[src/rtl/bru_pkg.sv]
`default_nettype none

package bru_pkg;

  localparam int XLEN_W   = 32;
  localparam int VADDR_W  = 32;
  localparam int RNID_W   = 6;
  localparam int CMT_ID_W = 5;
  localparam int GRP_ID_W = 4;

  // branch operation after decode.
  typedef enum logic [2:0] {
    OP_EQ   = 3'd0,
    OP_NE   = 3'd1,
    OP_LT   = 3'd2,
    OP_GE   = 3'd3,
    OP_LTU  = 3'd4,
    OP_GEU  = 3'd5,
    OP_JUMP = 3'd6,
    OP_NONE = 3'd7
  } op_t;

  // immediate layout used to form the target.
  typedef enum logic [1:0] {
    IMM_SB   = 2'd0,
    IMM_UJ   = 2'd1,
    IMM_I    = 2'd2,
    IMM_NONE = 2'd3
  } imm_t;

  // rv32i major opcodes.
  localparam logic [6:0] OPC_BRANCH = 7'b1100011;
  localparam logic [6:0] OPC_JAL    = 7'b1101111;
  localparam logic [6:0] OPC_JALR   = 7'b1100111;

  // funct3 codes of the conditional branches.
  localparam logic [2:0] F3_BEQ  = 3'b000;
  localparam logic [2:0] F3_BNE  = 3'b001;
  localparam logic [2:0] F3_BLT  = 3'b100;
  localparam logic [2:0] F3_BGE  = 3'b101;
  localparam logic [2:0] F3_BLTU = 3'b110;
  localparam logic [2:0] F3_BGEU = 3'b111;

endpackage

`default_nettype wire

[src/rtl/bru_decode.sv]
`default_nettype none

module bru_decode
  import bru_pkg::*;
(
  input  logic [31:0] i_inst,
  output op_t         o_op,
  output imm_t        o_imm
);

  logic [6:0] w_opcode;
  logic [2:0] w_funct3;

  assign w_opcode = i_inst[6:0];
  assign w_funct3 = i_inst[14:12];

  always_comb begin
    o_op  = OP_NONE;
    o_imm = IMM_NONE;
    case (w_opcode)
      OPC_BRANCH: begin
        o_imm = IMM_SB;
        case (w_funct3)
          F3_BEQ:  o_op = OP_EQ;
          F3_BNE:  o_op = OP_NE;
          F3_BLT:  o_op = OP_LT;
          F3_BGE:  o_op = OP_GE;
          F3_BLTU: o_op = OP_LTU;
          F3_BGEU: o_op = OP_GEU;
          // funct3 010 and 011 are reserved.
          default: begin
            o_op  = OP_NONE;
            o_imm = IMM_NONE;
          end
        endcase
      end
      OPC_JAL: begin
        o_op  = OP_JUMP;
        o_imm = IMM_UJ;
      end
      OPC_JALR: begin
        if (w_funct3 == 3'b000) begin
          o_op  = OP_JUMP;
          o_imm = IMM_I;
        end
      end
      default: begin
        o_op  = OP_NONE;
        o_imm = IMM_NONE;
      end
    endcase
  end

endmodule

`default_nettype wire

[src/rtl/bru_operand_fwd.sv]
`default_nettype none

module bru_operand_fwd
  import bru_pkg::*;
#(
  parameter int TGT_BUS_SIZE = 3
) (
  input  logic                             i_src_valid,
  input  logic [RNID_W-1:0]                i_src_rnid,
  input  logic [XLEN_W-1:0]                i_rf_data,
  input  logic [TGT_BUS_SIZE-1:0]          i_wb_valid,
  input  logic [TGT_BUS_SIZE*RNID_W-1:0]   i_wb_rnid,
  input  logic [TGT_BUS_SIZE*XLEN_W-1:0]   i_wb_data,
  output logic [XLEN_W-1:0]                o_data
);

  logic [TGT_BUS_SIZE-1:0] w_match;
  logic [XLEN_W-1:0]       w_fwd_data;

  for (genvar b = 0; b < TGT_BUS_SIZE; b++) begin : g_match
    assign w_match[b] = i_src_valid & i_wb_valid[b] &
                        (i_wb_rnid[b*RNID_W +: RNID_W] == i_src_rnid);
  end

  // tags on the buses are unique, so at most one match bit is set.
  always_comb begin
    w_fwd_data = '0;
    for (int b = 0; b < TGT_BUS_SIZE; b++) begin
      w_fwd_data = w_fwd_data | ({XLEN_W{w_match[b]}} & i_wb_data[b*XLEN_W +: XLEN_W]);
    end
  end

  assign o_data = |w_match ? w_fwd_data : i_rf_data;

endmodule

`default_nettype wire

[src/rtl/bru_execute.sv]
`default_nettype none

module bru_execute
  import bru_pkg::*;
(
  input  op_t                i_op,
  input  imm_t               i_imm,
  input  logic [31:0]        i_inst,
  input  logic [VADDR_W-1:0] i_pc,
  input  logic [XLEN_W-1:0]  i_rs1_data,
  input  logic [XLEN_W-1:0]  i_rs2_data,
  output logic               o_taken,
  output logic [VADDR_W-1:0] o_target
);

  logic [VADDR_W-1:0] w_offset_sb;
  logic [VADDR_W-1:0] w_offset_uj;
  logic [XLEN_W-1:0]  w_offset_i;
  logic [XLEN_W-1:0]  w_jalr_sum;
  logic               w_eq;
  logic               w_lt;
  logic               w_ltu;

  assign w_eq  = i_rs1_data == i_rs2_data;
  assign w_lt  = $signed(i_rs1_data) < $signed(i_rs2_data);
  assign w_ltu = i_rs1_data < i_rs2_data;

  always_comb begin
    case (i_op)
      OP_EQ:   o_taken = w_eq;
      OP_NE:   o_taken = ~w_eq;
      OP_LT:   o_taken = w_lt;
      OP_GE:   o_taken = ~w_lt;
      OP_LTU:  o_taken = w_ltu;
      OP_GEU:  o_taken = ~w_ltu;
      OP_JUMP: o_taken = 1'b1;
      default: o_taken = 1'b0;
    endcase
  end

  // b-type and j-type offsets are in units of two bytes.
  assign w_offset_sb = {{(VADDR_W-13){i_inst[31]}},
                        i_inst[31],
                        i_inst[7],
                        i_inst[30:25],
                        i_inst[11:8],
                        1'b0};

  assign w_offset_uj = {{(VADDR_W-21){i_inst[31]}},
                        i_inst[31],
                        i_inst[19:12],
                        i_inst[20],
                        i_inst[30:21],
                        1'b0};

  assign w_offset_i = {{(XLEN_W-12){i_inst[31]}}, i_inst[31:20]};
  assign w_jalr_sum = i_rs1_data + w_offset_i;

  always_comb begin
    case (i_imm)
      IMM_SB:  o_target = i_pc + w_offset_sb;
      IMM_UJ:  o_target = i_pc + w_offset_uj;
      // jalr clears the lowest bit of the sum.
      IMM_I:   o_target = {w_jalr_sum[VADDR_W-1:1], 1'b0};
      default: o_target = '0;
    endcase
  end

endmodule

`default_nettype wire

[src/rtl/bru_result.sv]
`default_nettype none

module bru_result
  import bru_pkg::*;
#(
  parameter int RV_ENTRY_SIZE = 8
) (
  input  logic                     i_clk,
  input  logic                     i_reset_n,
  input  logic                     i_valid,
  input  logic [RV_ENTRY_SIZE-1:0] i_index,
  input  logic                     i_taken,
  input  logic [VADDR_W-1:0]       i_target,
  input  logic [VADDR_W-1:0]       i_pc,
  input  logic                     i_rd_valid,
  input  logic [RNID_W-1:0]        i_rd_rnid,
  input  logic [CMT_ID_W-1:0]      i_cmt_id,
  input  logic [GRP_ID_W-1:0]      i_grp_id,
  output logic                     o_done,
  output logic [RV_ENTRY_SIZE-1:0] o_done_index_oh,
  output logic                     o_br_upd_valid,
  output logic [VADDR_W-1:0]       o_br_upd_vaddr,
  output logic [CMT_ID_W-1:0]      o_br_upd_cmt_id,
  output logic [GRP_ID_W-1:0]      o_br_upd_grp_id,
  output logic                     o_wb_valid,
  output logic [RNID_W-1:0]        o_wb_rnid,
  output logic [XLEN_W-1:0]        o_wb_data
);

  always_ff @(posedge i_clk, negedge i_reset_n) begin
    if (!i_reset_n) begin
      o_done         <= 1'b0;
      o_br_upd_valid <= 1'b0;
      o_wb_valid     <= 1'b0;
    end else begin
      o_done         <= i_valid;
      o_br_upd_valid <= i_valid & i_taken;
      o_wb_valid     <= i_valid & i_rd_valid;
    end
  end

  always_ff @(posedge i_clk) begin
    o_done_index_oh <= i_index;
    o_br_upd_vaddr  <= i_target;
    o_br_upd_cmt_id <= i_cmt_id;
    o_br_upd_grp_id <= i_grp_id;
    o_wb_rnid       <= i_rd_rnid;
    // link address of the jump.
    o_wb_data       <= XLEN_W'(i_pc + VADDR_W'(4));
  end

endmodule

`default_nettype wire

[src/rtl/bru_pipe.sv]
`default_nettype none

module bru_pipe
  import bru_pkg::*;
#(
  parameter int RV_ENTRY_SIZE = 8,
  parameter int TGT_BUS_SIZE  = 3
) (
  input  logic                           i_clk,
  input  logic                           i_reset_n,
  input  logic                           i_rv_valid,
  input  logic [31:0]                    i_rv_inst,
  input  logic [VADDR_W-1:0]             i_rv_pc,
  input  logic [RV_ENTRY_SIZE-1:0]       i_rv_index,
  input  logic                           i_rv_rs1_valid,
  input  logic [RNID_W-1:0]              i_rv_rs1_rnid,
  input  logic                           i_rv_rs2_valid,
  input  logic [RNID_W-1:0]              i_rv_rs2_rnid,
  input  logic                           i_rv_rd_valid,
  input  logic [RNID_W-1:0]              i_rv_rd_rnid,
  input  logic [CMT_ID_W-1:0]            i_rv_cmt_id,
  input  logic [GRP_ID_W-1:0]            i_rv_grp_id,
  output logic                           o_rs1_rd_valid,
  output logic [RNID_W-1:0]              o_rs1_rd_rnid,
  input  logic [XLEN_W-1:0]              i_rs1_rd_data,
  output logic                           o_rs2_rd_valid,
  output logic [RNID_W-1:0]              o_rs2_rd_rnid,
  input  logic [XLEN_W-1:0]              i_rs2_rd_data,
  input  logic [TGT_BUS_SIZE-1:0]        i_wb_valid,
  input  logic [TGT_BUS_SIZE*RNID_W-1:0] i_wb_rnid,
  input  logic [TGT_BUS_SIZE*XLEN_W-1:0] i_wb_data,
  output logic                           o_early_wr_valid,
  output logic [RNID_W-1:0]              o_early_wr_rnid,
  output logic                           o_done,
  output logic [RV_ENTRY_SIZE-1:0]       o_done_index_oh,
  output logic                           o_br_upd_valid,
  output logic [VADDR_W-1:0]             o_br_upd_vaddr,
  output logic [CMT_ID_W-1:0]            o_br_upd_cmt_id,
  output logic [GRP_ID_W-1:0]            o_br_upd_grp_id,
  output logic                           o_wb_valid,
  output logic [RNID_W-1:0]              o_wb_rnid,
  output logic [XLEN_W-1:0]              o_wb_data
);

  op_t                      w_ex0_op;
  imm_t                     w_ex0_imm;

  logic                     r_ex1_valid, r_ex2_valid;
  op_t                      r_ex1_op, r_ex2_op;
  imm_t                     r_ex1_imm, r_ex2_imm;
  logic                     r_ex1_rs1_valid, r_ex2_rs1_valid;
  logic                     r_ex1_rs2_valid, r_ex2_rs2_valid;
  logic                     r_ex1_rd_valid, r_ex2_rd_valid;
  logic [31:0]              r_ex1_inst, r_ex2_inst;
  logic [VADDR_W-1:0]       r_ex1_pc, r_ex2_pc;
  logic [RV_ENTRY_SIZE-1:0] r_ex1_index, r_ex2_index;
  logic [RNID_W-1:0]        r_ex1_rs1_rnid, r_ex2_rs1_rnid;
  logic [RNID_W-1:0]        r_ex1_rs2_rnid, r_ex2_rs2_rnid;
  logic [RNID_W-1:0]        r_ex1_rd_rnid, r_ex2_rd_rnid;
  logic [CMT_ID_W-1:0]      r_ex1_cmt_id, r_ex2_cmt_id;
  logic [GRP_ID_W-1:0]      r_ex1_grp_id, r_ex2_grp_id;
  logic [XLEN_W-1:0]        r_ex2_rs1_rf_data, r_ex2_rs2_rf_data;

  logic [XLEN_W-1:0]        w_ex2_rs1_data, w_ex2_rs2_data;
  logic                     w_ex2_taken;
  logic [VADDR_W-1:0]       w_ex2_target;

  bru_decode u_decode (
    .i_inst (i_rv_inst),
    .o_op   (w_ex0_op),
    .o_imm  (w_ex0_imm)
  );

  always_ff @(posedge i_clk, negedge i_reset_n) begin
    if (!i_reset_n) begin
      r_ex1_valid     <= 1'b0;
      r_ex1_op        <= OP_NONE;
      r_ex1_imm       <= IMM_NONE;
      r_ex1_rs1_valid <= 1'b0;
      r_ex1_rs2_valid <= 1'b0;
      r_ex1_rd_valid  <= 1'b0;
      r_ex2_valid     <= 1'b0;
      r_ex2_op        <= OP_NONE;
      r_ex2_imm       <= IMM_NONE;
      r_ex2_rs1_valid <= 1'b0;
      r_ex2_rs2_valid <= 1'b0;
      r_ex2_rd_valid  <= 1'b0;
    end else begin
      r_ex1_valid     <= i_rv_valid;
      r_ex1_op        <= w_ex0_op;
      r_ex1_imm       <= w_ex0_imm;
      r_ex1_rs1_valid <= i_rv_rs1_valid;
      r_ex1_rs2_valid <= i_rv_rs2_valid;
      r_ex1_rd_valid  <= i_rv_rd_valid;
      r_ex2_valid     <= r_ex1_valid;
      r_ex2_op        <= r_ex1_op;
      r_ex2_imm       <= r_ex1_imm;
      r_ex2_rs1_valid <= r_ex1_rs1_valid;
      r_ex2_rs2_valid <= r_ex1_rs2_valid;
      r_ex2_rd_valid  <= r_ex1_rd_valid;
    end
  end

  always_ff @(posedge i_clk) begin
    r_ex1_inst        <= i_rv_inst;
    r_ex1_pc          <= i_rv_pc;
    r_ex1_index       <= i_rv_index;
    r_ex1_rs1_rnid    <= i_rv_rs1_rnid;
    r_ex1_rs2_rnid    <= i_rv_rs2_rnid;
    r_ex1_rd_rnid     <= i_rv_rd_rnid;
    r_ex1_cmt_id      <= i_rv_cmt_id;
    r_ex1_grp_id      <= i_rv_grp_id;
    r_ex2_inst        <= r_ex1_inst;
    r_ex2_pc          <= r_ex1_pc;
    r_ex2_index       <= r_ex1_index;
    r_ex2_rs1_rnid    <= r_ex1_rs1_rnid;
    r_ex2_rs2_rnid    <= r_ex1_rs2_rnid;
    r_ex2_rd_rnid     <= r_ex1_rd_rnid;
    r_ex2_cmt_id      <= r_ex1_cmt_id;
    r_ex2_grp_id      <= r_ex1_grp_id;
    // register file answers in ex1, held for ex2.
    r_ex2_rs1_rf_data <= i_rs1_rd_data;
    r_ex2_rs2_rf_data <= i_rs2_rd_data;
  end

  assign o_rs1_rd_valid   = r_ex1_valid & r_ex1_rs1_valid;
  assign o_rs1_rd_rnid    = r_ex1_rs1_rnid;
  assign o_rs2_rd_valid   = r_ex1_valid & r_ex1_rs2_valid;
  assign o_rs2_rd_rnid    = r_ex1_rs2_rnid;

  // link value lands two cycles after this wakeup.
  assign o_early_wr_valid = r_ex1_valid & r_ex1_rd_valid;
  assign o_early_wr_rnid  = r_ex1_rd_rnid;

  bru_operand_fwd #(
    .TGT_BUS_SIZE (TGT_BUS_SIZE)
  ) u_rs1_fwd (
    .i_src_valid (r_ex2_rs1_valid),
    .i_src_rnid  (r_ex2_rs1_rnid),
    .i_rf_data   (r_ex2_rs1_rf_data),
    .i_wb_valid  (i_wb_valid),
    .i_wb_rnid   (i_wb_rnid),
    .i_wb_data   (i_wb_data),
    .o_data      (w_ex2_rs1_data)
  );

  bru_operand_fwd #(
    .TGT_BUS_SIZE (TGT_BUS_SIZE)
  ) u_rs2_fwd (
    .i_src_valid (r_ex2_rs2_valid),
    .i_src_rnid  (r_ex2_rs2_rnid),
    .i_rf_data   (r_ex2_rs2_rf_data),
    .i_wb_valid  (i_wb_valid),
    .i_wb_rnid   (i_wb_rnid),
    .i_wb_data   (i_wb_data),
    .o_data      (w_ex2_rs2_data)
  );

  bru_execute u_execute (
    .i_op       (r_ex2_op),
    .i_imm      (r_ex2_imm),
    .i_inst     (r_ex2_inst),
    .i_pc       (r_ex2_pc),
    .i_rs1_data (w_ex2_rs1_data),
    .i_rs2_data (w_ex2_rs2_data),
    .o_taken    (w_ex2_taken),
    .o_target   (w_ex2_target)
  );

  bru_result #(
    .RV_ENTRY_SIZE (RV_ENTRY_SIZE)
  ) u_result (
    .i_clk           (i_clk),
    .i_reset_n       (i_reset_n),
    .i_valid         (r_ex2_valid),
    .i_index         (r_ex2_index),
    .i_taken         (w_ex2_taken),
    .i_target        (w_ex2_target),
    .i_pc            (r_ex2_pc),
    .i_rd_valid      (r_ex2_rd_valid),
    .i_rd_rnid       (r_ex2_rd_rnid),
    .i_cmt_id        (r_ex2_cmt_id),
    .i_grp_id        (r_ex2_grp_id),
    .o_done          (o_done),
    .o_done_index_oh (o_done_index_oh),
    .o_br_upd_valid  (o_br_upd_valid),
    .o_br_upd_vaddr  (o_br_upd_vaddr),
    .o_br_upd_cmt_id (o_br_upd_cmt_id),
    .o_br_upd_grp_id (o_br_upd_grp_id),
    .o_wb_valid      (o_wb_valid),
    .o_wb_rnid       (o_wb_rnid),
    .o_wb_data       (o_wb_data)
  );

endmodule

`default_nettype wire

[config.mk]
export PLATFORM = sky130hd
export DESIGN_NAME = bru_pipe
export DESIGN_NICKNAME = d
export VERILOG_FILES = /design/src/rtl/bru_pkg.sv /design/src/rtl/bru_decode.sv /design/src/rtl/bru_operand_fwd.sv /design/src/rtl/bru_execute.sv /design/src/rtl/bru_result.sv /design/src/rtl/bru_pipe.sv
export SDC_FILE = /design/constraint.sdc
export NUM_CORES = 1
export LEC_CHECK = 0
export BUFFER_PORTS_ARGS = -buffer_cell sky130_fd_sc_hd__buf_2
export CAP_MARGIN = 20
export CELL_PAD_IN_SITES_DETAIL_PLACEMENT = 2
export CELL_PAD_IN_SITES_GLOBAL_PLACEMENT = 2
export CORE_ASPECT_RATIO = 0.5
export CORE_MARGIN = 1
export CORE_UTILIZATION = 32
export CTS_CLUSTER_SIZE = 8
export DETAILED_ROUTE_END_ITERATION = 7
export PLACE_DENSITY_LB_ADDON = 0.2
export RECOVER_POWER = 50
export SYNTH_ARGS = -nofsm -noshare
export SYNTH_HDL_FRONTEND = slang
export SYNTH_SLANG_ARGS = --single-unit
[constraint.sdc]
create_clock -name i_clk -period 6.1 [get_ports i_clk]
set_input_delay 0.305 -clock i_clk [delete_from_list [all_inputs] [get_ports i_clk]]
set_output_delay 0.305 -clock i_clk [all_outputs]
set_load 0.01 [all_outputs]
# Word level (Yosys, flattened, before mapping)
# Index checks and enable logic that the tools add are counted.
[op_classes]
add_sub_neg = 4
mul = 0
div = 0
magnitude_cmp = 2
n_eq_ne = 23
shift = 0
n_mux = 10
bitwise_logic = 30
n_reduce_logical = 6
[ops]
columns = ["operator", "n"]
rows = [
  ["$and 32x32->32", 6],
  ["$or 32x32->32", 4],
  ["$add 32x32->32", 3],
  ["$pmux 32 s3", 1],
  ["$lt 32x32->1", 2],
  ["$mux 32", 2],
  ["$eq 6x6->1", 6],
  ["$add 32x3->32 const B", 1],
  ["$eq 32x32->1", 1],
  ["$eq 3x3->1 const B", 7],
  ["$eq 7x7->1 const B", 3],
  ["$pmux 3 s6", 1],
  ["$and 1x1->1", 17],
  ["$pmux 3 s3", 1],
  ["$pmux 1 s7", 1],
  ["$eq 3x1->1 const B", 2],
  ["$eq 3x2->1 const B", 2],
  ["$logic_not 3->1", 2],
  ["$pmux 2 s3", 1],
  ["$reduce_or 3->1", 2],
  ["$reduce_or 6->1", 1],
  ["$not 1->1", 3],
  ["$eq 2x1->1 const B", 1],
  ["$eq 2x2->1 const B", 1],
  ["3 further kinds", 4],
]
[word_totals]
register_bits = 370
latchBits = 0
mem_bits_rw = 0
rom_bits = 0
in_bits = 286
output_inout_bits = 111
elab_cells = 114
memories = 0

# Depth between registers and ports, before layout
# Gate-level depths: netlist (run 1).
[logic_depth]
word_depth = 10
mapped_depth = 20
depth_no_buf = 18

# Modules after synthesis
# From an unflattened synthesis (run 1), not the netlist that was laid out.
[hier_totals]
cells_unflattened = 1573
hier_area_um2 = 16275.6
[modules_own_cells]
columns = ["mod", "n_inst", "cells_per_inst", "area_each_um2", "seq_area_each_um2"]
rows = [
  ["bru_pipe", 1, 283, 5726.7, 5708.0],
  ["bru_execute", 1, 586, 4337.9, 0.0],
  ["bru_operand_fwd", 2, 257, 1841.8, 0.0],
  ["bru_result", 1, 172, 2423.6, 1816.7],
  ["bru_decode", 1, 18, 103.8, 0.0],
]

# Least setup slack after synthesis (run 1)
# Ideal clock, no wire load.
[synth_path]
path_type = "reg-to-reg"
startpoint = "register r_ex2_rs1_rnid[0]"
endpoint = "register u_result.o_br_upd_vaddr[28]"
setup_ps = 134
arrival_time_ps = 4779
required_time_ps = 5966
slack_ps = 1187
path_stages_with_launch = 21
n_path_buf = 4
synth_period_minus_slack_ps = 4913
cell_sequence = "dfxtp_1 xor2_1 or4_1 nor4_2 buf_4 or3_1 clkbuf_1 clkbuf_1 clkbuf_1 a21oi_1 ha_1 a21o_1 a21oi_1 o31ai_1 o41a_1 a2111oi_0 o31ai_1 a21oi_1 a21oi_1 xnor2_1 o22ai_1"
[synth_between]
elab_chain_len = 8
word_cells_on_any_way = 15
cone_classes = "1 x add/sub; 3 x eq/ne; 2 x mux; 8 x bitwise; 1 x reduce/logical"
[synth_rtl]
columns = ["element", "line", "text"]
rows = [
  ["start: declaration", "bru_pipe.sv:57", "logic [RNID_W-1:0] r_ex1_rs1_rnid, r_ex2_rs1_rnid;"],
  ["start signal: assignment", "bru_pipe.sv:116", "r_ex2_rs1_rnid <= r_ex1_rs1_rnid;"],
  ["$eq 6x6->1", "bru_operand_fwd.sv:22", "(i_wb_rnid[b*RNID_W +: RNID_W] == i_src_rnid);"],
  ["$and 1x1->1", "bru_operand_fwd.sv:21", "assign w_match[b] = i_src_valid & i_wb_valid[b] &"],
  ["$and 32x32->32", "bru_operand_fwd.sv:29", "w_fwd_data = w_fwd_data | ({XLEN_W{w_match[b]}} & i_wb_data[b*XLEN_W +: XLEN_W]);"],
  ["$or 32x32->32 (2 in series)", "bru_operand_fwd.sv:29", ""],
  ["$mux 32 (*)", "bru_operand_fwd.sv:33", "assign o_data = |w_match ? w_fwd_data : i_rf_data;"],
  ["$add 32x32->32 (*)", "bru_execute.sv:57", "assign w_jalr_sum = i_rs1_data + w_offset_i;"],
  ["$pmux 32 s3 (*)", "bru_execute.sv:60", "case (i_imm)"],
  ["via u_execute.o_target[28]", "bru_execute.sv:13", "output logic [VADDR_W-1:0] o_target"],
  ["end signal: assignment", "bru_result.sv:44", "o_br_upd_vaddr <= i_target;"],
  ["end: declaration", "bru_result.sv:22", "output logic [VADDR_W-1:0] o_br_upd_vaddr,"],
]
# The timed path passes the listed nets; every way through them passes the cells marked *.

# Final worst setup path (run 1)
# Same ends and word-level chain as after synthesis.

==> results of run 1 <==
==> cell usage in the layout (no fill, tap or decap), drive strengths merged, types with 11 or more instances in the layout <==
| cell | instances |
|---|---|
| nor2 | 64 |
| xor2 | 50 |
| a222oi | 63 |
| nand3 | 37 |
| dlygate4sd3 | 163 |
| nand4 | 15 |
| o21ai | 58 |
| dfrtp | 11 |
| clkbuf | 70 |
| o21bai | 12 |
| xnor2 | 61 |
| buf | 399 |
| o21a | 17 |
| and3 | 14 |
| a21o | 44 |
| nor3 | 17 |
| dfxtp | 335 |
| nand2b | 17 |
| o22ai | 17 |
| inv | 25 |
| ha | 93 |
| a21oi | 88 |
| nand2 | 89 |
| a21boi | 15 |
==> how the worst min path moves through the flow <==
stage | startpoint | to | slack [ns] | depth (start not counted)
after detailed placement | r_ex1_inst[31] | r_ex2_inst[31] | 0.31 | 0
after floorplan | i_reset_n | r_ex1_rd_valid | 0.009 | 0
after global placement | i_reset_n | r_ex1_rd_valid | 0.30 | 1
after global routing | i_rv_inst[2] | r_ex1_imm[0] | 0.04 | 3
after CTS | i_rv_inst[2] | r_ex1_imm[1] | 0.007 | 4
final | i_rv_inst[2] | r_ex1_imm[1] | 0.03 | 4
==> layout make-up <==
type	instances	area, um^2	share of cell area, %
Clock buffer	57	1280	6.51
Multi-Input combinational cell	886	6470	33.0
Tap cell	577	722	3.68
Clock inverter	4	88.8	0.453
Inverter	23	86.3	0.440
Antenna cell	5	12.5	0.0638
Timing Repair Buffer	575	3720	18.9
Sequential cell	356	7240	36.9
==> flip-flops by register name, indices dropped and copies added, names as in the netlist, 6 cells and up <==
signal,count
r_ex2_index,8
r_ex2_pc,32
r_ex2_rs1_rnid,6
r_ex1_inst,25
r_ex2_rs2_rf_data,32
o_rs2_rd_rnid,6
o_early_wr_rnid,6
u_result.o_done_index_oh,8
r_ex2_inst,25
u_result.o_wb_data,32
r_ex2_rd_rnid,6
r_ex1_pc,32
o_rs1_rd_rnid,6
u_result.o_wb_rnid,6
u_result.o_br_upd_vaddr,32
r_ex2_rs2_rnid,6
r_ex1_index,8
r_ex2_rs1_rf_data,32
==> metrics by stage <==
stage | utilization (%) | worst slack (ns) | power (mW) | cell area, um^2 | hold WS, ns
final | 46.2 | 0.185 | 5.92 | 19600 | 0.0300
after floorplan | - | 1.19 | 2.96 | 13900 | 0.00941
after global routing | 46.2 | 0.00349 | 6.18 | 19600 | 0.0405
after CTS | 46.2 | 0.428 | 5.95 | 19600 | 0.00718
after detailed placement | 39.2 | 0.432 | 3.30 | 16600 | 0.314
after global placement | 39.2 | 0.759 | 3.26 | 16600 | 0.305
==> logic make-up (layout without fill, tap and decap cells) <==
kind of cell / after synthesis / count (layout)
compound gates: 371 / 371
flops: 356 / 356
simple gates: 300 / 300
xor+xnor: 111 / 111
fa+ha+maj: 95 / 95
buf+inv: 63 / 659
mux: 9 / 9
other cells: 0 / 5
==> what timing repair did <==
action	CTS	global route
resized for setup	0	0
hold buffers	163	0
hold endpoints to repair	174	0
==> power breakdown <==
part / internal, mW / leakage (nW) / switching (mW)
clock: 1.50 / 0.664 / 1.05
combinational: 0.382 / 5.05 / 0.466
sequential: 2.45 / 3.05 / 0.0640
==> metal layers <==
layer | up-vias | wire, um
met3 | 96 | 2340
met2 | 353 | 28500
li1 | 5991 | -
met5 | - | 0
met1 | 6372 | 24900
met4 | 0 | 1350
==> worst reg2reg max path, stage by stage (launching register included) <==
cell and delay (ns):
dfxtp_1 0.35, xor2_1 0.18, or4_1 0.57, nor4_4 0.26, buf_4 0.28, a211o_2 0.16
a21oi_1 0.08, a21oi_1 0.32, nor2_1 0.10, fa_1 0.42, a21o_1 0.18, a21oi_1 0.29
o31ai_1 0.16, o41a_1 0.47, a2111oi_0 0.87, o31ai_1 0.26, a21oi_1 0.33, a21oi_1 0.14
xnor2_1 0.22, o22ai_1 0.11
==> summary.md, run 1 <==
| Metric | Value |
|---|---|
| CP Data Required Time | `approximately 6.5 ns` |
| GR Util met2 | `approximately 45%` |
| Antenna violations before repair | `6` |
| Delay-heaviest family, CP | `compound AO/OA/AOI/OAI gates` |
| Final net count | `2,273` |
| Complex-gate fraction of the synthesized area | `between 10% and 20%` |
| Crit path buf inv count | `1` |
| Status | `finished, violations left` |
| Post-DP HPWL | `a little over 40,000 um` |
| Ys flop type | `dfxtp_1` |
| Met1 Track Usage GR | `between 30% and 40%` |
| Share of cells above drive strength 1 | `between 20% and 30%` |
| Antenna Nets Post-Route | `0` |
| Post-CTS setup repair buffer count | `0` |
| CP Data Arrival Time | `6.33 ns` |
| Worst setup path end | `u_result.o_br_upd_vaddr[28]` |
| Highest Clock Rate | `around 170 MHz` |
| Crit path top cell by count | `a21oi_1` |
| Worst Tran Pin Value | `about 0.92 ns` |
| XOR/XNOR share of the synthesized area | `roughly 7%` |
| Die width | `297 um` |
| Worst-Skew Late Latency | `between 0.5 and 0.6 ns` |
| Reg2Reg Capture Point | `u_result.o_br_upd_vaddr[28]` |
| Clock sink count | `356` |
| Vias per cell | `just over 5` |
| Final setup violation count | `0` |
| Crit Path Class | `reg2reg` |
| Number of remaining DRC errors | `16` |
| CP max FO | `13` |
| Inst Count DP | `2,254` |
| Main combinational cell family by area after synthesis | `compound AO/OA/AOI/OAI gates` |
| Critical Path Source | `r_ex2_rs1_rnid[0]` |
| Reg2reg start | `r_ex2_rs1_rnid[0]` |
| Hold Crit Class | `in2reg` |
| VDD IR max | `between 0.2 and 0.3 mV` |
| Mapped Cells | `between 1,000 and 1,500` |
| Final WL | `57,100 um` |
| Setup TNS | `0 ns` |
| EDFF count, synth | `0` |
| Mux cell area share after synthesis | `0.702%` |
| Leak Pwr | `between 8 and 9 nW` |
| FILL cells | `about 4,500` |
| Avg Inst Size Synth | `around 11 um^2` |
| RSZ-0062 raised after global routing | `no` |
| DR WL/cell | `between 20 and 25 um` |
| I/O pin total | `a little under 400` |
| FFs w/ async S/R, synth | `5.90%` |
| Pre-antenna DRT Iters | `8` |
| Critical path depth | `19` |
| M3 GR Usage | `4.37%` |
| Worst Skew | `approximately 0.07 ns` |
| Relative slew slack | `37.1%` |
| Worst-case reg-to-reg path depth | `19` |
| Slowest cell delay on critical path | `roughly 0.87 ns` |
| Top Usage Layer GRT | `met2` |
| Seq cells post-synth | `between 300 and 400` |
| Slew Viols, Final | `0` |
| Die area | `about 0.044 mm^2` |
| Most area-consuming cells after synthesis | `dfxtp_1 (48%), ha_1 (8.4%), a222oi_1 (4.5%), xnor2_1 (3.8%), xor2_1 (3.1%)` |
| Die H | `149 um` |
| Vias post-DR | `12,812` |
| Area delta synth->final | `41.1%` |
| Largest net degree at the start of global routing | `40` |
| Root Buffer | `clkbuf_16` |
| Worst path cell trace | `xor2_1, or4_1, nor4_4, buf_4, a211o_2, a21oi_1, a21oi_1, nor2_1, fa_1, a21o_1, a21oi_1, o31ai_1, o41a_1, a2111oi_0, o31ai_1, a21oi_1, a21oi_1, xnor2_1, o22ai_1` |
| Post-synth top cells | `dfxtp_1 (335), ha_1 (93), nand2_1 (89), a21oi_1 (87), nor2_1 (64)` |
| Vias in the first global route | `between 10,000 and 15,000` |
| Most common cell in the netlist | `dfxtp_1` |
| Final hold vios | `0` |
| Max clock buf depth | `3` |
| Core ar. | `roughly 0.042 mm^2` |
| DRT iter0 DRCs | `approximately 1,000` |
| Starting Density | `around 33%` |
| Power density over the cells | `301 mW/mm^2` |
| Congestion Overflow GR | `0` |
| Seq/Total Area, Yosys | `52.1%` |
| Fin crit share | `97.0%` |
| Distinct cells, synth | `72` |
| Cell taking the most area after synthesis | `dfxtp_1` |
| Synth Area in Simple Gates | `a little over a tenth` |
| Syn Nets | `1,686` |
| Synth warn | `0` |
| Post-synth top area share | `between 40% and 50%` |
| Slowest-stage cell, CP | `a2111oi_0` |
| Post-Synth Adder-Cell Area | `under 10%` |
| Final cell count without fillers | `around 2,500` |
| Clock transition at path regs | `0.05 ns` |
| Inserted Clock Buffers | `50` |
| Gr usage total | `roughly a quarter` |
| Fin crit period | `5.92 ns` |
| First-pass GRT wire length | `between 80,000 and 90,000 um` |
| GP Congestion | `between 0.8 and 0.9` |
| FF-to-FF setup slack | `0.18 ns` |
| Crit. End Element | `flip-flop` |
| CTS tree | `done` |
| Row count | `53` |
| Htree depth | `2` |
| Max-Cap Viols | `0` |
| Cell Area, Synth | `roughly 0.014 mm^2` |
| Worst setup SP type | `flip-flop` |
| Failing checks | `DRC` |
| # port buffers | `396` |
Power figures use the tool's default switching activity.
==> run 2: changes to the inputs <==
--- a/config.mk
+++ b/config.mk
@@ -7,11 +7,9 @@
 export LEC_CHECK = 0
 export BUFFER_PORTS_ARGS = -buffer_cell sky130_fd_sc_hd__buf_2
 export CAP_MARGIN = 20
-export CELL_PAD_IN_SITES_DETAIL_PLACEMENT = 2
-export CELL_PAD_IN_SITES_GLOBAL_PLACEMENT = 2
 export CORE_ASPECT_RATIO = 0.5
 export CORE_MARGIN = 1
-export CORE_UTILIZATION = 32
+export CORE_UTILIZATION = 45
 export CTS_CLUSTER_SIZE = 8
 export DETAILED_ROUTE_END_ITERATION = 7
 export PLACE_DENSITY_LB_ADDON = 0.2
==> summary.md, run 2 (same netlist as run 1, synthesis figures left out) <==
| Metric | Value |
|---|---|
| Crit. End Element | `flip-flop` |
| Htree depth | `2` |
| Clock transition at path regs | `0.05 ns` |
| RSZ-0062 raised after global routing | `no` |
| Most common cell after layout, fill and taps aside | `buf_2` |
| Worst-Skew Late Latency | `0.59 ns` |
| Setup TNS | `0 ns` |
| Post-cts resize count | `0` |
| Area of the multi-input gates | `around 0.0065 mm^2` |
| Gr usage total | `around a quarter` |
| Register share of total power | `about 44%` |
| Inserted Clock Buffers | `50` |
| CTS tree | `done` |
| Slowest-stage cell, CP | `a2111oi_0` |
| Final hold vios | `0` |
| Antenna Nets Post-Route | `0` |
| Share of cells above drive strength 1 | `between 20% and 30%` |
| Core ar. | `a little over 0.03 mm^2` |
| FF-to-FF setup slack | `about 0.37 ns` |
| Slew Viols, Final | `0` |
| Highest Clock Rate | `between 150 and 200 MHz` |
| FILL cells | `around 2,400` |
| Final instance area | `approximately 0.019 mm^2` |
| Fin crit share | `93.9%` |
| Most frequent cells in the layout | `buf_2 (389), dfxtp_1 (335), dlygate4sd3_1 (163)` |
| Post-DP Area | `0.0164 mm^2` |
| Starting Density | `a little under half` |
| Inst Count DP | `roughly 2,100` |
| Worst Skew | `about 0.05 ns` |
| DR WL/cell | `18.4 um` |
| Antenna violations before repair | `0` |
| Worst setup SP type | `flip-flop` |
| Die H | `126 um` |
| Worst Tran Pin Value | `1.01 ns` |
| Crit Path Class | `reg2reg` |
| Vias post-DR | `12,407` |
| Post-DP HPWL | `31,000 um` |
| Clock power frac | `around 43%` |
| GP Congestion | `between 0.9 and 1` |
| Crit path top cell by count | `a21oi_1` |
| Comb pwr share | `a little over an eighth` |
| Root Buffer | `clkbuf_16` |
| CP Data Required Time | `approximately 6.5 ns` |
| Psw | `roughly 1.5 mW` |
| Congestion Overflow GR | `0` |
| I/O pin total | `about 400` |
| PnR Total Power | `between 5 and 6 mW` |
| Die area | `roughly 0.032 mm^2` |
| Failing checks | `DRC` |
| Power density over the cells | `just under 300 mW/mm^2` |
| Relative slew slack | `between 30% and 40%` |
| # port buffers | `approximately 400` |
| Internal power | `around 4.3 mW` |
| Die width | `251 um` |
| Vias per cell | `approximately 5.4` |
| Fin crit period | `5.73 ns` |
| Post-CTS setup repair buffer count | `0` |
| Max clock buf depth | `3` |
| Register area | `roughly 0.0072 mm^2` |
| Max-Cap Viols | `0` |
| VDD IR max | `roughly 0.23 mV` |
| Final WL | `42,300 um` |
| Hold Crit Class | `in2reg` |
| Area delta synth->final | `39.3%` |
| Worst path cell trace | `xor2_1, or4_1, nor4_4, a211o_2, a21oi_1, a21oi_1, nor2_1, fa_1, a21o_1, a21oi_1, o31ai_1, o41a_1, a2111oi_0, o31ai_1, a21oi_1, a21oi_1, xnor2_1, o22ai_1` |
| Final cell count without fillers | `approximately 2,300` |
| Leak Pwr | `8.77 nW` |
| Pre-antenna DRT Iters | `8` |
| Vias in the first global route | `12,800` |
| CP max FO | `12` |
| Clock sink count | `about 360` |
| DRT iter0 DRCs | `1,161` |
| Largest net degree at the start of global routing | `47` |
| Slowest cell delay on critical path | `roughly 0.84 ns` |
| Row count | `45` |
| Net Sw Frac | `about a quarter` |
| First-pass GRT wire length | `between 60,000 and 70,000 um` |
| Final net count | `approximately 2,300` |
| Number of remaining DRC errors | `about 110` |
| Status | `finished, violations left` |
| Final setup violation count | `0` |
| CP Data Arrival Time | `6.12 ns` |
[run 2: cell types whose count changed in the layout (fill, tap and decap cells not counted), moves of 3 or more]
| cell | before | now |
|---|---|---|
| buf_2 | 383 | 389 |
| buf_4 | 16 | 13 |
| clkbuf_1 | 20 | 15 |
| diode_2 | 5 | 1 |
[run 2: final cells by class]
class,instances,area share (%)
Sequential cell,356,37.4
Multi-Input combinational cell,886,33.4
Timing Repair Buffer,572,19.1
Clock buffer,59,6.63
Tap cell,399,2.58
Inverter,23,0.446
Clock inverter,4,0.439
Antenna cell,1,0.0129
[run 2: critical path: cells and delay by family (launching register included)]
kind            cells  cell delay (ns)
xor+xnor            2             0.31
fa+ha+maj           1             0.42
compound gates     12             3.29
simple gates        3             1.17
flops               1             0.34
[run 2: worst paths after layout]
path	start	to	cells past startpoint
worst max register to register	r_ex2_rs1_rnid[0]	u_result.o_br_upd_vaddr[28]	18
worst min register to register	r_ex1_inst[25]	r_ex2_inst[25]	0
min in group asynchronous	i_reset_n	u_result.o_wb_valid	2
worst min-delay path	i_rv_inst[2]	r_ex1_op[2]	3
worst max-delay path	r_ex2_rs1_rnid[0]	u_result.o_br_upd_vaddr[28]	18
max in group asynchronous	i_reset_n	r_ex1_imm[0]	2
[run 2: what timing repair did]
item,CTS,global route
setup endpoints to repair,0,0
hold endpoints to repair,175,0
hold buffers,163,0
[run 2: power by group through the flow]
stage	sequential, mW	combinational, mW	clock [mW]
after floorplan	2.55	0.410	0
after global placement	2.55	0.671	0
after detailed placement	2.55	0.686	0
after CTS	2.50	0.773	2.50
after global routing	2.51	0.860	2.64
final	2.50	0.781	2.47
[run 2: per-layer routing]
layer  GRT usage, %  up-vias  routed length [um]
li1               -     5990                   -
met2           46.0      471               20800
met5              0        -                   0
met1           31.9     5827               17700
met3           5.42      119                2410
met4           10.1        0                1450
[run 2: through the flow]
step | util (%) | worst slack (ns) | hold WS, ns
2_1_floorplan | - | 1.19 | 0.00941
3_3_place_gp | 54.0 | 0.691 | 0.285
3_5_place_dp | 54.0 | 0.549 | 0.288
4_1_cts | 63.9 | 0.529 | 0.00847
5_1_grt | 63.8 | 0.0201 | 0.0491
6_report | 63.8 | 0.372 | 0.0360
==> run 3: changes to the inputs <==
--- a/config.mk
+++ b/config.mk
@@ -5,14 +5,15 @@
 export SDC_FILE = /design/constraint.sdc
 export NUM_CORES = 1
 export LEC_CHECK = 0
+export ABC_CLOCK_PERIOD_IN_PS = 6100
 export BUFFER_PORTS_ARGS = -buffer_cell sky130_fd_sc_hd__buf_2
 export CAP_MARGIN = 20
 export CORE_ASPECT_RATIO = 0.5
-export CORE_MARGIN = 1
+export CORE_MARGIN = 3
 export CORE_UTILIZATION = 45
 export CTS_CLUSTER_SIZE = 8
 export DETAILED_ROUTE_END_ITERATION = 7
-export PLACE_DENSITY_LB_ADDON = 0.2
+export PLACE_DENSITY = 0.82
 export RECOVER_POWER = 50
 export SYNTH_ARGS = -nofsm -noshare
 export SYNTH_HDL_FRONTEND = slang
==> summary.md, run 3 (same netlist as run 1, synthesis figures left out) <==
| Metric | Value |
|---|---|
| Most frequent cells in the layout | `buf_2 (385), dfxtp_1 (335), dlygate4sd3_1 (163)` |
| Post-DP Area | `0.0164 mm^2` |
| Min Hold Slack | `0.0367 ns` |
| Worst-Skew Late Latency | `0.58 ns` |
| Antenna Nets Post-Route | `0` |
| Inst Count DP | `a little over 2,000` |
| Core ar. | `roughly 0.030 mm^2` |
| Relative slew slack | `between 30% and 40%` |
| CTS tree | `done` |
| Htree depth | `2` |
| Number of remaining DRC errors | `55` |
| Power density over the cells | `~300 mW/mm^2` |
| Clock sink count | `about 360` |
| GP Congestion | `0.931` |
| Worst Skew | `0.0392 ns` |
| Final setup violation count | `0` |
| Die width | `255 um` |
| Final instance area | `~0.019 mm^2` |
| Post-DP HPWL | `between 30,000 and 40,000 um` |
| Final core utilization | `about two thirds` |
| Internal power | `4.34 mW` |
| Highest Clock Rate | `between 150 and 200 MHz` |
| Pre-antenna DRT Iters | `8` |
| Setup TNS | `0 ns` |
| DR WL/cell | `roughly 20 um` |
| Register share of total power | `between 40 and 50%` |
| CP Data Arrival Time | `5.91 ns` |
| Post-CTS setup repair buffer count | `0` |
| Worst Tran Pin Value | `slightly above 0.9 ns` |
| Inserted Clock Buffers | `50` |
| Antenna violations before repair | `5` |
| Slew Viols, Final | `0` |
| Net Sw Frac | `25.1%` |
| RSZ-0062 raised after global routing | `no` |
| Root Buffer | `clkbuf_16` |
| Fin crit period | `between 5 and 6 ns` |
| CP max FO | `29` |
| Clock power frac | `43.3%` |
| Fin worst setup slack | `between 0.5 and 0.6 ns` |
| Failing checks | `DRC` |
| First-pass GRT wire length | `a little under 70,000 um` |
| I/O pin total | `roughly 400` |
| Final cell count without fillers | `roughly 2,300` |
| VDD IR max | `0.250 mV` |
| Leak Pwr | `a little under 9 nW` |
| Congestion Overflow GR | `0` |
| Max clock buf depth | `3` |
| Fin crit share | `about nine tenths` |
| PnR Total Power | `about 5.8 mW` |
| Row count | `between 40 and 50` |
| CP Data Required Time | `6.50 ns` |
| Comb pwr share | `between 10 and 15%` |
| Post-place setup slack | `0.683 ns` |
| Status | `finished, violations left` |
| # port buffers | `between 300 and 400` |
| Vias per cell | `roughly 5.5` |
| Worst setup SP type | `flip-flop` |
| Share of cells above drive strength 1 | `about a quarter` |
| Psw | `around 1.5 mW` |
| Crit Path Class | `reg2reg` |
| Die area | `roughly 0.033 mm^2` |
| Final hold vios | `0` |
| Hold Crit Class | `in2reg` |
| Crit. End Element | `flip-flop` |
| Max-Cap Viols | `0` |
| Gr usage total | `a little over a quarter` |
| Final WL | `44,600 um` |
| Die H | `about 130 um` |
| Area delta synth->final | `39.2%` |
| Most common cell after layout, fill and taps aside | `buf_2` |
| Largest net degree at the start of global routing | `39` |
| Clock transition at path regs | `~0.05 ns` |
| Starting Density | `between 40% and 50%` |
| Vias post-DR | `~13,000` |
| Vias in the first global route | `around 13,000` |
| DRT iter0 DRCs | `1,339` |
| Final net count | `2,269` |
## run 3: timing repair
action,4_1_cts,5_1_grt
resized for setup,0,0
endpoints found under the hold margin,176,0
hold buffers,163,0
## run 3: path summary, 6_finish.rpt
kind                                   startpoint                     endpoint  slack (ns)  cells past startpoint
worst min register to register        r_ex1_pc[7]                  r_ex2_pc[7]        0.32                      0
worst max register to register  r_ex2_rs1_rnid[0]  u_result.o_br_upd_vaddr[28]        0.59                     17
worst min-delay path                 i_rv_inst[2]                 r_ex1_imm[1]        0.04                      4
max in group asynchronous               i_reset_n                  r_ex2_op[1]        5.48                      2
worst max-delay path            r_ex2_rs1_rnid[0]  u_result.o_br_upd_vaddr[28]        0.59                     17
min in group asynchronous               i_reset_n      u_result.o_br_upd_valid        0.24                      2
## run 3: metal layers
layer  share of wire, %  track usage, %  vias up  routed length (um)
li1                   -               -     5983                   -
met1                 40            31.2     5821               17900
met2                 48            44.8      573               21300
met3                6.8            6.57      188                3050
met4                5.1            13.8        6                2260
met5              0.085               0        -                  38
## run 3: power groups by stage
stage / registers, mW / logic, mW / clock network (mW)
2_1_floorplan: 2.55 / 0.410 / 0
3_3_place_gp: 2.55 / 0.662 / 0
3_5_place_dp: 2.55 / 0.672 / 0
4_1_cts: 2.50 / 0.764 / 2.54
5_1_grt: 2.51 / 0.857 / 2.66
6_report: 2.51 / 0.779 / 2.51
## run 3: cell type report
class                      count  area, um^2
antenna                        2        5.00
clock buffer                  59        1280
clock inverter                 4        98.8
fill                        2253       10400
inverter                      23        86.3
multi-input combinational    886        6470
sequential                   356        7240
tap                          391         489
timing repair buffer         571        3690
## run 3: critical path: stages (launching register included)
cell and delay (ns):
dfxtp_1 0.34, xor2_1 0.17, or4_1 0.55, nor4_4 0.49
buf_4 0.43, a222oi_1 0.18, a21oi_1 0.25, ha_1 0.33
a21o_1 0.20, a21oi_1 0.26, o31ai_1 0.17, o41a_1 0.47
a2111oi_0 0.63, o31ai_1 0.21, a21oi_1 0.28, a21oi_1 0.12
xnor2_1 0.15, o22ai_1 0.09
